[config.mk]
export PLATFORM = sky130hd
export DESIGN_NAME = pwl_generator
export DESIGN_NICKNAME = d
export VERILOG_FILES = /design/src/common/pwl_pkg.sv /design/src/common/wave_mem_if.sv /design/src/pwl_generator/pwl_generator.sv /design/src/pwl_generator/wave_loader.sv /design/src/pwl_generator/wave_player.sv /design/src/verilog/interpolator.sv /design/src/verilog/wave_mem_arbiter.sv /design/src/verilog/wave_ram.sv
export SDC_FILE = /design/constraint.sdc
export NUM_CORES = 2
export LEC_CHECK = 0
export ABC_AREA = 1
export BUFFER_PORTS_ARGS = -buffer_cell sky130_fd_sc_hd__buf_2
export CAP_MARGIN = 20
export CORE_MARGIN = 4
export CORE_UTILIZATION = 49
export DETAILED_ROUTE_END_ITERATION = 16
export SETUP_SLACK_MARGIN = 0.05
export SYNTH_ARGS = -nofsm -noshare
export SYNTH_HDL_FRONTEND = slang
export SYNTH_SLANG_ARGS = --single-unit
export TNS_END_PERCENT = 5
[constraint.sdc]
create_clock -name clk -period 12.15 [get_ports clk]
set_input_delay 0 -clock clk [delete_from_list [all_inputs] [get_ports clk]]
set_output_delay 0 -clock clk [all_outputs]
set_load 0.005 [all_outputs]
[src/common/pwl_pkg.sv]
package pwl_pkg;

	localparam int SAMPLE_W = 16;
	localparam int SEG_W = 3 * SAMPLE_W;

	typedef logic [SAMPLE_W-1:0] sample_t;
	typedef logic [SAMPLE_W-1:0] slope_t; // two's complement increment per sample.
	typedef logic [SAMPLE_W-1:0] dt_t;
	typedef logic [SEG_W-1:0] seg_word_t;

	// a segment word is start value, slope, duration from the top bit down.
	function automatic sample_t seg_start(input seg_word_t w);
		return w[2*SAMPLE_W +: SAMPLE_W];
	endfunction

	function automatic slope_t seg_slope(input seg_word_t w);
		return w[SAMPLE_W +: SAMPLE_W];
	endfunction

	function automatic dt_t seg_dt(input seg_word_t w);
		return w[0 +: SAMPLE_W];
	endfunction

endpackage

[src/common/wave_mem_if.sv]
`timescale 1ns/1ps

interface wave_mem_if #(
	parameter int WAVE_DEPTH = 32
);
	import pwl_pkg::*;

	localparam int AW = $clog2(WAVE_DEPTH);

	logic req; // held until grant.
	logic we;
	logic [AW-1:0] addr;
	seg_word_t wdata;
	logic grant;
	seg_word_t rdata;
	logic rvalid; // one cycle after a granted read.

	modport requester (
		output req, we, addr, wdata,
		input grant, rdata, rvalid
	);

	modport arbiter (
		input req, we, addr, wdata,
		output grant, rdata, rvalid
	);

endinterface

[src/pwl_generator/pwl_generator.sv]
`timescale 1ns/1ps

module pwl_generator #(
	parameter int BATCH_SIZE = 4,
	parameter int WAVE_DEPTH = 32
) (
	input logic clk,
	input logic rst,
	input pwl_pkg::seg_word_t dma_data,
	input logic dma_valid,
	input logic dma_last,
	output logic dma_ready,
	input logic run,
	input logic halt,
	input logic dac_rdy,
	output logic rdy_to_run,
	output pwl_pkg::sample_t [BATCH_SIZE-1:0] batch_out,
	output logic valid_batch_out
);
	import pwl_pkg::*;

	localparam int AW = $clog2(WAVE_DEPTH);

	logic ram_en;
	logic ram_we;
	logic [AW-1:0] ram_addr;
	seg_word_t ram_wdata;
	seg_word_t ram_rdata;
	logic [AW:0] seg_count;
	logic wave_loaded;
	logic playing;

	wave_mem_if #(.WAVE_DEPTH(WAVE_DEPTH)) loader_mem ();
	wave_mem_if #(.WAVE_DEPTH(WAVE_DEPTH)) player_mem ();

	wave_loader #(.WAVE_DEPTH(WAVE_DEPTH)) loader_i (
		.clk(clk),
		.rst(rst),
		.dma_data(dma_data),
		.dma_valid(dma_valid),
		.dma_last(dma_last),
		.dma_ready(dma_ready),
		.playing(playing),
		.mem(loader_mem.requester),
		.seg_count(seg_count),
		.wave_loaded(wave_loaded)
	);

	wave_player #(.BATCH_SIZE(BATCH_SIZE), .WAVE_DEPTH(WAVE_DEPTH)) player_i (
		.clk(clk),
		.rst(rst),
		.run(run),
		.halt(halt),
		.dac_rdy(dac_rdy),
		.seg_count(seg_count),
		.wave_loaded(wave_loaded),
		.mem(player_mem.requester),
		.playing(playing),
		.rdy_to_run(rdy_to_run),
		.batch_out(batch_out),
		.valid_batch_out(valid_batch_out)
	);

	wave_mem_arbiter #(.WAVE_DEPTH(WAVE_DEPTH)) arbiter_i (
		.clk(clk),
		.rst(rst),
		.player(player_mem.arbiter),
		.loader(loader_mem.arbiter),
		.ram_en(ram_en),
		.ram_we(ram_we),
		.ram_addr(ram_addr),
		.ram_wdata(ram_wdata),
		.ram_rdata(ram_rdata)
	);

	wave_ram #(.WAVE_DEPTH(WAVE_DEPTH)) ram_i (
		.clk(clk),
		.en(ram_en),
		.we(ram_we),
		.addr(ram_addr),
		.wdata(ram_wdata),
		.rdata(ram_rdata)
	);

endmodule

[src/pwl_generator/wave_loader.sv]
`timescale 1ns/1ps

module wave_loader #(
	parameter int WAVE_DEPTH = 32
) (
	input logic clk,
	input logic rst,
	input pwl_pkg::seg_word_t dma_data,
	input logic dma_valid,
	input logic dma_last,
	output logic dma_ready,
	input logic playing,
	wave_mem_if.requester mem,
	output logic [$clog2(WAVE_DEPTH):0] seg_count,
	output logic wave_loaded
);
	import pwl_pkg::*;

	localparam int AW = $clog2(WAVE_DEPTH);

	seg_word_t pend_word;
	logic pend_valid;
	logic pend_last;
	logic first_word;
	logic [AW-1:0] wr_addr;
	logic accept;
	logic written;

	// one word is buffered at a time, so the stream stalls until its write is granted.
	assign dma_ready = !pend_valid && !playing;
	assign accept = dma_valid && dma_ready;
	assign written = mem.req && mem.grant;

	assign mem.req = pend_valid;
	assign mem.we = 1'b1;
	assign mem.addr = wr_addr;
	assign mem.wdata = pend_word;

	always_ff @(posedge clk) begin
		if (rst) begin
			pend_valid <= 1'b0;
			pend_last <= 1'b0;
			first_word <= 1'b1;
			wr_addr <= '0;
			seg_count <= '0;
			wave_loaded <= 1'b0;
		end else begin
			if (accept) begin
				pend_valid <= 1'b1;
				pend_last <= dma_last;
				if (first_word) begin
					wr_addr <= '0; // a new wave starts over at the bottom of the memory.
					wave_loaded <= 1'b0;
					first_word <= 1'b0;
				end
			end
			if (written) begin
				pend_valid <= 1'b0;
				wr_addr <= wr_addr + 1'b1;
				if (pend_last) begin
					seg_count <= {1'b0, wr_addr} + 1'b1;
					wave_loaded <= 1'b1;
					first_word <= 1'b1;
				end
			end
		end
	end

	always_ff @(posedge clk) begin
		if (accept)
			pend_word <= dma_data;
	end

endmodule

[src/pwl_generator/wave_player.sv]
`timescale 1ns/1ps

module wave_player #(
	parameter int BATCH_SIZE = 4,
	parameter int WAVE_DEPTH = 32
) (
	input logic clk,
	input logic rst,
	input logic run,
	input logic halt,
	input logic dac_rdy,
	input logic [$clog2(WAVE_DEPTH):0] seg_count,
	input logic wave_loaded,
	wave_mem_if.requester mem,
	output logic playing,
	output logic rdy_to_run,
	output pwl_pkg::sample_t [BATCH_SIZE-1:0] batch_out,
	output logic valid_batch_out
);
	import pwl_pkg::*;

	localparam int AW = $clog2(WAVE_DEPTH);

	typedef enum logic [2:0] {IDLE, FETCH, SEND, DRAIN, STOP} state_t;

	state_t state;
	logic [AW-1:0] rd_idx;
	seg_word_t nxt_word;
	seg_word_t src_word;
	logic nxt_valid;
	sample_t cur_x;
	slope_t cur_slope;
	dt_t cur_dt;
	sample_t step;
	logic [1:0] inflight;
	logic active;
	logic en;
	logic issue;
	logic need_new;
	logic take;

	assign active = (state == FETCH || state == SEND) && !halt;
	assign en = dac_rdy || !valid_batch_out;
	assign issue = state == SEND && !halt && en;
	assign need_new = state == FETCH || (issue && cur_dt == dt_t'(BATCH_SIZE));

	// the player always wins arbitration, so a read in flight shows up as rvalid.
	// at most one of nxt_valid and rvalid is set in any cycle.
	assign src_word = nxt_valid ? nxt_word : mem.rdata;
	assign take = active && need_new && (nxt_valid || mem.rvalid);
	assign step = sample_t'(cur_slope * BATCH_SIZE);

	assign mem.req = active && (!(nxt_valid || mem.rvalid) || take);
	assign mem.we = 1'b0;
	assign mem.addr = rd_idx;
	assign mem.wdata = '0;

	assign playing = state != IDLE;
	assign rdy_to_run = state == IDLE && wave_loaded;

	always_ff @(posedge clk) begin
		if (rst) begin
			state <= IDLE;
			rd_idx <= '0;
			nxt_valid <= 1'b0;
			inflight <= '0;
		end else begin
			if (mem.req && mem.grant)
				rd_idx <= ({1'b0, rd_idx} == seg_count - 1'b1) ? '0 : rd_idx + 1'b1;

			if (active && mem.rvalid && !take)
				nxt_valid <= 1'b1;
			else if (take)
				nxt_valid <= 1'b0;

			case ({issue, valid_batch_out && dac_rdy})
				2'b10: inflight <= inflight + 1'b1;
				2'b01: inflight <= inflight - 1'b1;
				default: inflight <= inflight;
			endcase

			case (state)
				IDLE: begin
					if (run && wave_loaded)
						state <= FETCH;
				end
				FETCH: begin
					if (halt)
						state <= DRAIN;
					else if (take)
						state <= SEND;
				end
				SEND: begin
					if (halt)
						state <= DRAIN;
				end
				DRAIN: begin
					if (inflight == 2'd0)
						state <= STOP;
				end
				STOP: begin
					rd_idx <= '0; // a late read from before halt is dropped here.
					nxt_valid <= 1'b0;
					state <= IDLE;
				end
				default: state <= IDLE;
			endcase
		end
	end

	always_ff @(posedge clk) begin
		if (active && mem.rvalid && !take)
			nxt_word <= mem.rdata;
		if (take) begin
			cur_x <= seg_start(src_word);
			cur_slope <= seg_slope(src_word);
			cur_dt <= seg_dt(src_word);
		end else if (issue) begin
			cur_x <= cur_x + step;
			cur_dt <= cur_dt - dt_t'(BATCH_SIZE);
		end
	end

	interpolator #(.BATCH_SIZE(BATCH_SIZE)) interp_i (
		.clk(clk),
		.rst(rst),
		.en(en),
		.in_valid(issue),
		.x(cur_x),
		.slope(cur_slope),
		.out_valid(valid_batch_out),
		.batch(batch_out)
	);

endmodule

[src/verilog/interpolator.sv]
`timescale 1ns/1ps

module interpolator #(
	parameter int BATCH_SIZE = 4
) (
	input logic clk,
	input logic rst,
	input logic en,
	input logic in_valid,
	input pwl_pkg::sample_t x,
	input pwl_pkg::slope_t slope,
	output logic out_valid,
	output pwl_pkg::sample_t [BATCH_SIZE-1:0] batch
);
	import pwl_pkg::*;

	sample_t x_r;
	sample_t [BATCH_SIZE-1:0] prod_r;
	logic valid_r;

	always_ff @(posedge clk) begin
		if (rst) begin
			valid_r <= 1'b0;
			out_valid <= 1'b0;
		end else if (en) begin
			valid_r <= in_valid;
			out_valid <= valid_r;
		end
	end

	always_ff @(posedge clk) begin
		if (en) begin
			x_r <= x;
			for (int k = 0; k < BATCH_SIZE; k++) begin
				prod_r[k] <= sample_t'(slope * k); // wraps modulo 2^16 like the sum below.
			end
			for (int k = 0; k < BATCH_SIZE; k++) begin
				batch[k] <= x_r + prod_r[k];
			end
		end
	end

endmodule

[src/verilog/wave_mem_arbiter.sv]
`timescale 1ns/1ps

module wave_mem_arbiter #(
	parameter int WAVE_DEPTH = 32
) (
	input logic clk,
	input logic rst,
	wave_mem_if.arbiter player,
	wave_mem_if.arbiter loader,
	output logic ram_en,
	output logic ram_we,
	output logic [$clog2(WAVE_DEPTH)-1:0] ram_addr,
	output pwl_pkg::seg_word_t ram_wdata,
	input pwl_pkg::seg_word_t ram_rdata
);
	logic rd_player;
	logic rd_loader;

	// the player has fixed priority and never waits.
	assign player.grant = player.req;
	assign loader.grant = loader.req && !player.req;

	assign ram_en = player.req || loader.req;
	assign ram_we = player.req ? player.we : loader.we;
	assign ram_addr = player.req ? player.addr : loader.addr;
	assign ram_wdata = player.req ? player.wdata : loader.wdata;

	always_ff @(posedge clk) begin
		if (rst) begin
			rd_player <= 1'b0;
			rd_loader <= 1'b0;
		end else begin
			rd_player <= player.grant && !player.we;
			rd_loader <= loader.grant && !loader.we;
		end
	end

	assign player.rvalid = rd_player;
	assign player.rdata = rd_player ? ram_rdata : '0;
	assign loader.rvalid = rd_loader;
	assign loader.rdata = rd_loader ? ram_rdata : '0;

endmodule

[src/verilog/wave_ram.sv]
`timescale 1ns/1ps

module wave_ram #(
	parameter int WAVE_DEPTH = 32
) (
	input logic clk,
	input logic en,
	input logic we,
	input logic [$clog2(WAVE_DEPTH)-1:0] addr,
	input pwl_pkg::seg_word_t wdata,
	output pwl_pkg::seg_word_t rdata
);
	import pwl_pkg::*;

	seg_word_t mem [WAVE_DEPTH];

	always_ff @(posedge clk) begin
		if (en) begin
			if (we)
				mem[addr] <= wdata;
			else
				rdata <= mem[addr]; // read data lands one cycle later.
		end
	end

endmodule
==> run summary <==
Post-DP HPWL - 115900 µm
Cell Area, Synth - 79930 µm²
total CTS buffers - 194
TritonCTS Sinks - 1866
maximum clock path buffer count - 3
CTS root buf - clkbuf_16
IO Port Bufs - 121
Setup crit start kind - register
CP endpoint kind - register
Initial Util - 0.4955
drt initial violations - 6480
Vias - 54830
hold endpoint - arbiter_i.player.rvalid
Resized Gates After CTS - 0
Clock Pin Slew Worst Setup and Hold Paths - 60 ps
crit path DAT - 7830 ps
die extent in y - 411.9 µm
r2r setup slk - 5030 ps
area delta synth->final - 13.12%
total congestion overflow - 0
fmax - 140.5 MHz
Hold Crit Start - rst
reg2reg start - arbiter_i.player.rvalid
Ports - 122
Filler Cells Inserted - 13720
Post-synth EDFFs - 1837
CP startpoint - arbiter_i.player.rvalid
DR WL/cell - 22.90 µm
DRC violations left - 0
synthesized net count - 7644
period utilization - 0.5859
post-synthesis sequential area ratio - 0.6974
Worst Max-Slew Pin Slew - 1228 ps
area leader, netlist - edfxtp_1
first-pass GRT wire length - 339400 µm
number of global-route vias before repair - 52300
RSZ-0062 raised after global routing - no
commonest non-fill, non-tap cell in the layout - nand2_1
CTS tree - done
final setup vio count - 0
PwrDens - 228.8 nW/µm²
total chip power - 20.69 mW
Max IR drop VDD - 0.2642 mV
Final #Nets - 7805
die width - 411.9 µm
H-Tree Level Count - 4
overall routing resource usage - 0.2673
Leakage - 36.99 nW
share of the synthesized area in the top cell type - 0.6901
Via density - 5.487
Syn Inst Count - 7508
Final min period - 7119 ps
fin. max-slew vios - 0
crit path max fanout - 208
Die Area - 169700 µm²
setup TNS - 0 ps
Routed Antenna Nets - 0
Clock Latency Late Sink - 830 ps
critical path type - reg2reg
capturing point of the worst reg2reg path - ram_i.rdata[26]
synth top area cells - edfxtp_1 (69%), nand2_1 (17%), nand3_1 (5.0%), ha_1 (1.2%), clkbuf_1 (1.1%)
pin count of the biggest net entering global routing - 209
total wire length - 228800 µm
r2r worst-path depth - 16
Routability Congestion - 0.8409
Detailed Routing Iterations Pass 1 - 5
ratio of cells with drive above 1 in the final layout - 0.07778
CORE AREA - 161300 µm²
initial antenna violation count - 6
status - completed
Yosys warnings - 0
# rows - 147
clk_skew - 30.36 ps
relative slew slack - 0.1812
Data required, critical path - 12860 ps
Max-cap violations - 0
worst hold stages - 3
Hold Path Class - in2reg
syn avg cell area - 10.65 µm²
post-CTS setup buffer count - 0
final hold viol count - 0
Main synth FF type - edfxtp_1
asr flop ratio synth - 0
#FFs+latches synth - 1866
Synth cell types - 43
most frequent cells in the layout - nand2_1 (3549), edfxtp_1 (1837), nand3_1 (801)
## cells by family after synthesis
| family | count (synthesis) | share of synthesized area |
|---|---|---|
| compound gates | 251 | 0.01756 |
| xor+xnor | 88 | 0.009642 |
| fa+ha+maj | 81 | 0.01315 |
| buf+inv | 610 | 0.03162 |
| flops | 1866 | 0.6974 |
| simple gates | 4612 | 0.2306 |
## cell usage after synthesis (13+ instances only)
cell	instances
a211oi_1	13
a21oi_1	91
buf_1	29
buf_2	139
buf_4	15
clkbuf_1	228
dfxtp_1	29
edfxtp_1	1837
ha_1	76
inv_1	183
inv_2	14
nand2_1	3550
nand3_1	803
nor2_1	219
nor3_1	14
o21ai_0	105
xnor2_1	23
xor2_1	65
## routing by layer
layer  GRT usage  wire (µm)
met5           0          0
met4     0.07296       5855
met3     0.04209      19240
met1      0.3730      96070
met2      0.4387     107600
## critical path, cell delays in order, from the launching register on
cell     delay (ps)
dfxtp_2         920
or2_2           260
nand3_1         160
nand2_1         760
nand2_8         670
nand2_4         960
buf_12          710
buf_4           790
buf_4           870
nand2_1         170
nand2_1         120
nand2_1          50
nand2_1          90
nand2_1          50
nand2_1          70
nor2_1           50
nand2_1          50
## sequential cells by signal, summed over array words and instances (netlist names), 31 cells and up
register,flops
player_i.interp_i.batch,62
ram_i.rdata,48
ram_i.mem,1536
player_i.nxt_word,48
player_i.interp_i.prod_r,31
loader_i.mem.wdata,48
## per-stage QoR
stage | area (µm²) | std cells | hold WS (ps) | setup slack [ps] | util
final | 90420 | 9992 | 107.8 | 5031 | 0.5606
after global routing | 90410 | 9990 | 85.76 | 4385 | 0.5605
after CTS | 90310 | 9983 | 28.31 | 4994 | 0.5599
after detailed placement | 83080 | 9518 | 178.1 | 5040 | 0.5151
after global placement | 82890 | 9509 | 176.2 | 5113 | 0.5139
after floorplan | 79930 | 7508 | 78.47 | 7527 | -
## power by group
group / total (mW) / switching [mW] / internal, mW / leakage [nW]
logic: 6.54 / 4.85 / 1.69 / 16.9
registers: 8.33 / 0.191 / 8.14 / 17.1
clock network: 5.82 / 2.48 / 3.34 / 2.99
total: 20.7 / 7.52 / 13.2 / 37.0
## layout make-up
type	instances	area [µm²]	share of cell area
clock buffers	255	5233	0.05787
clock inverters	102	914.6	0.01012
well taps	2160	2703	0.02989
repair buffers	377	3035	0.03357
diodes	2	5.005	0.00005535
flip-flops and latches	1866	55740	0.6165
multi-input cells	5032	22020	0.2436
inverters	198	759.5	0.008400
## worst max path at each step
| stage | end | slack [ps] | depth (start not counted) |
|---|---|---|---|
| floorplan | ram_i.mem[4][0] | 7530 | 15 |
| global placement | ram_i.rdata[26] | 5110 | 16 |
| detailed placement | ram_i.rdata[27] | 5040 | 16 |
| CTS | ram_i.rdata[27] | 4990 | 16 |
| global route | ram_i.rdata[26] | 4390 | 16 |
| finish | ram_i.rdata[26] | 5030 | 16 |
## repair_timing
| action | in CTS | in global routing |
|---|---|---|
| hold endpoints to repair | 86 | 0 |
| hold buffers | 108 | 0 |
| endpoints found under the setup margin | 0 | 0 |
Note: power is estimated with default switching activity, not from simulation.
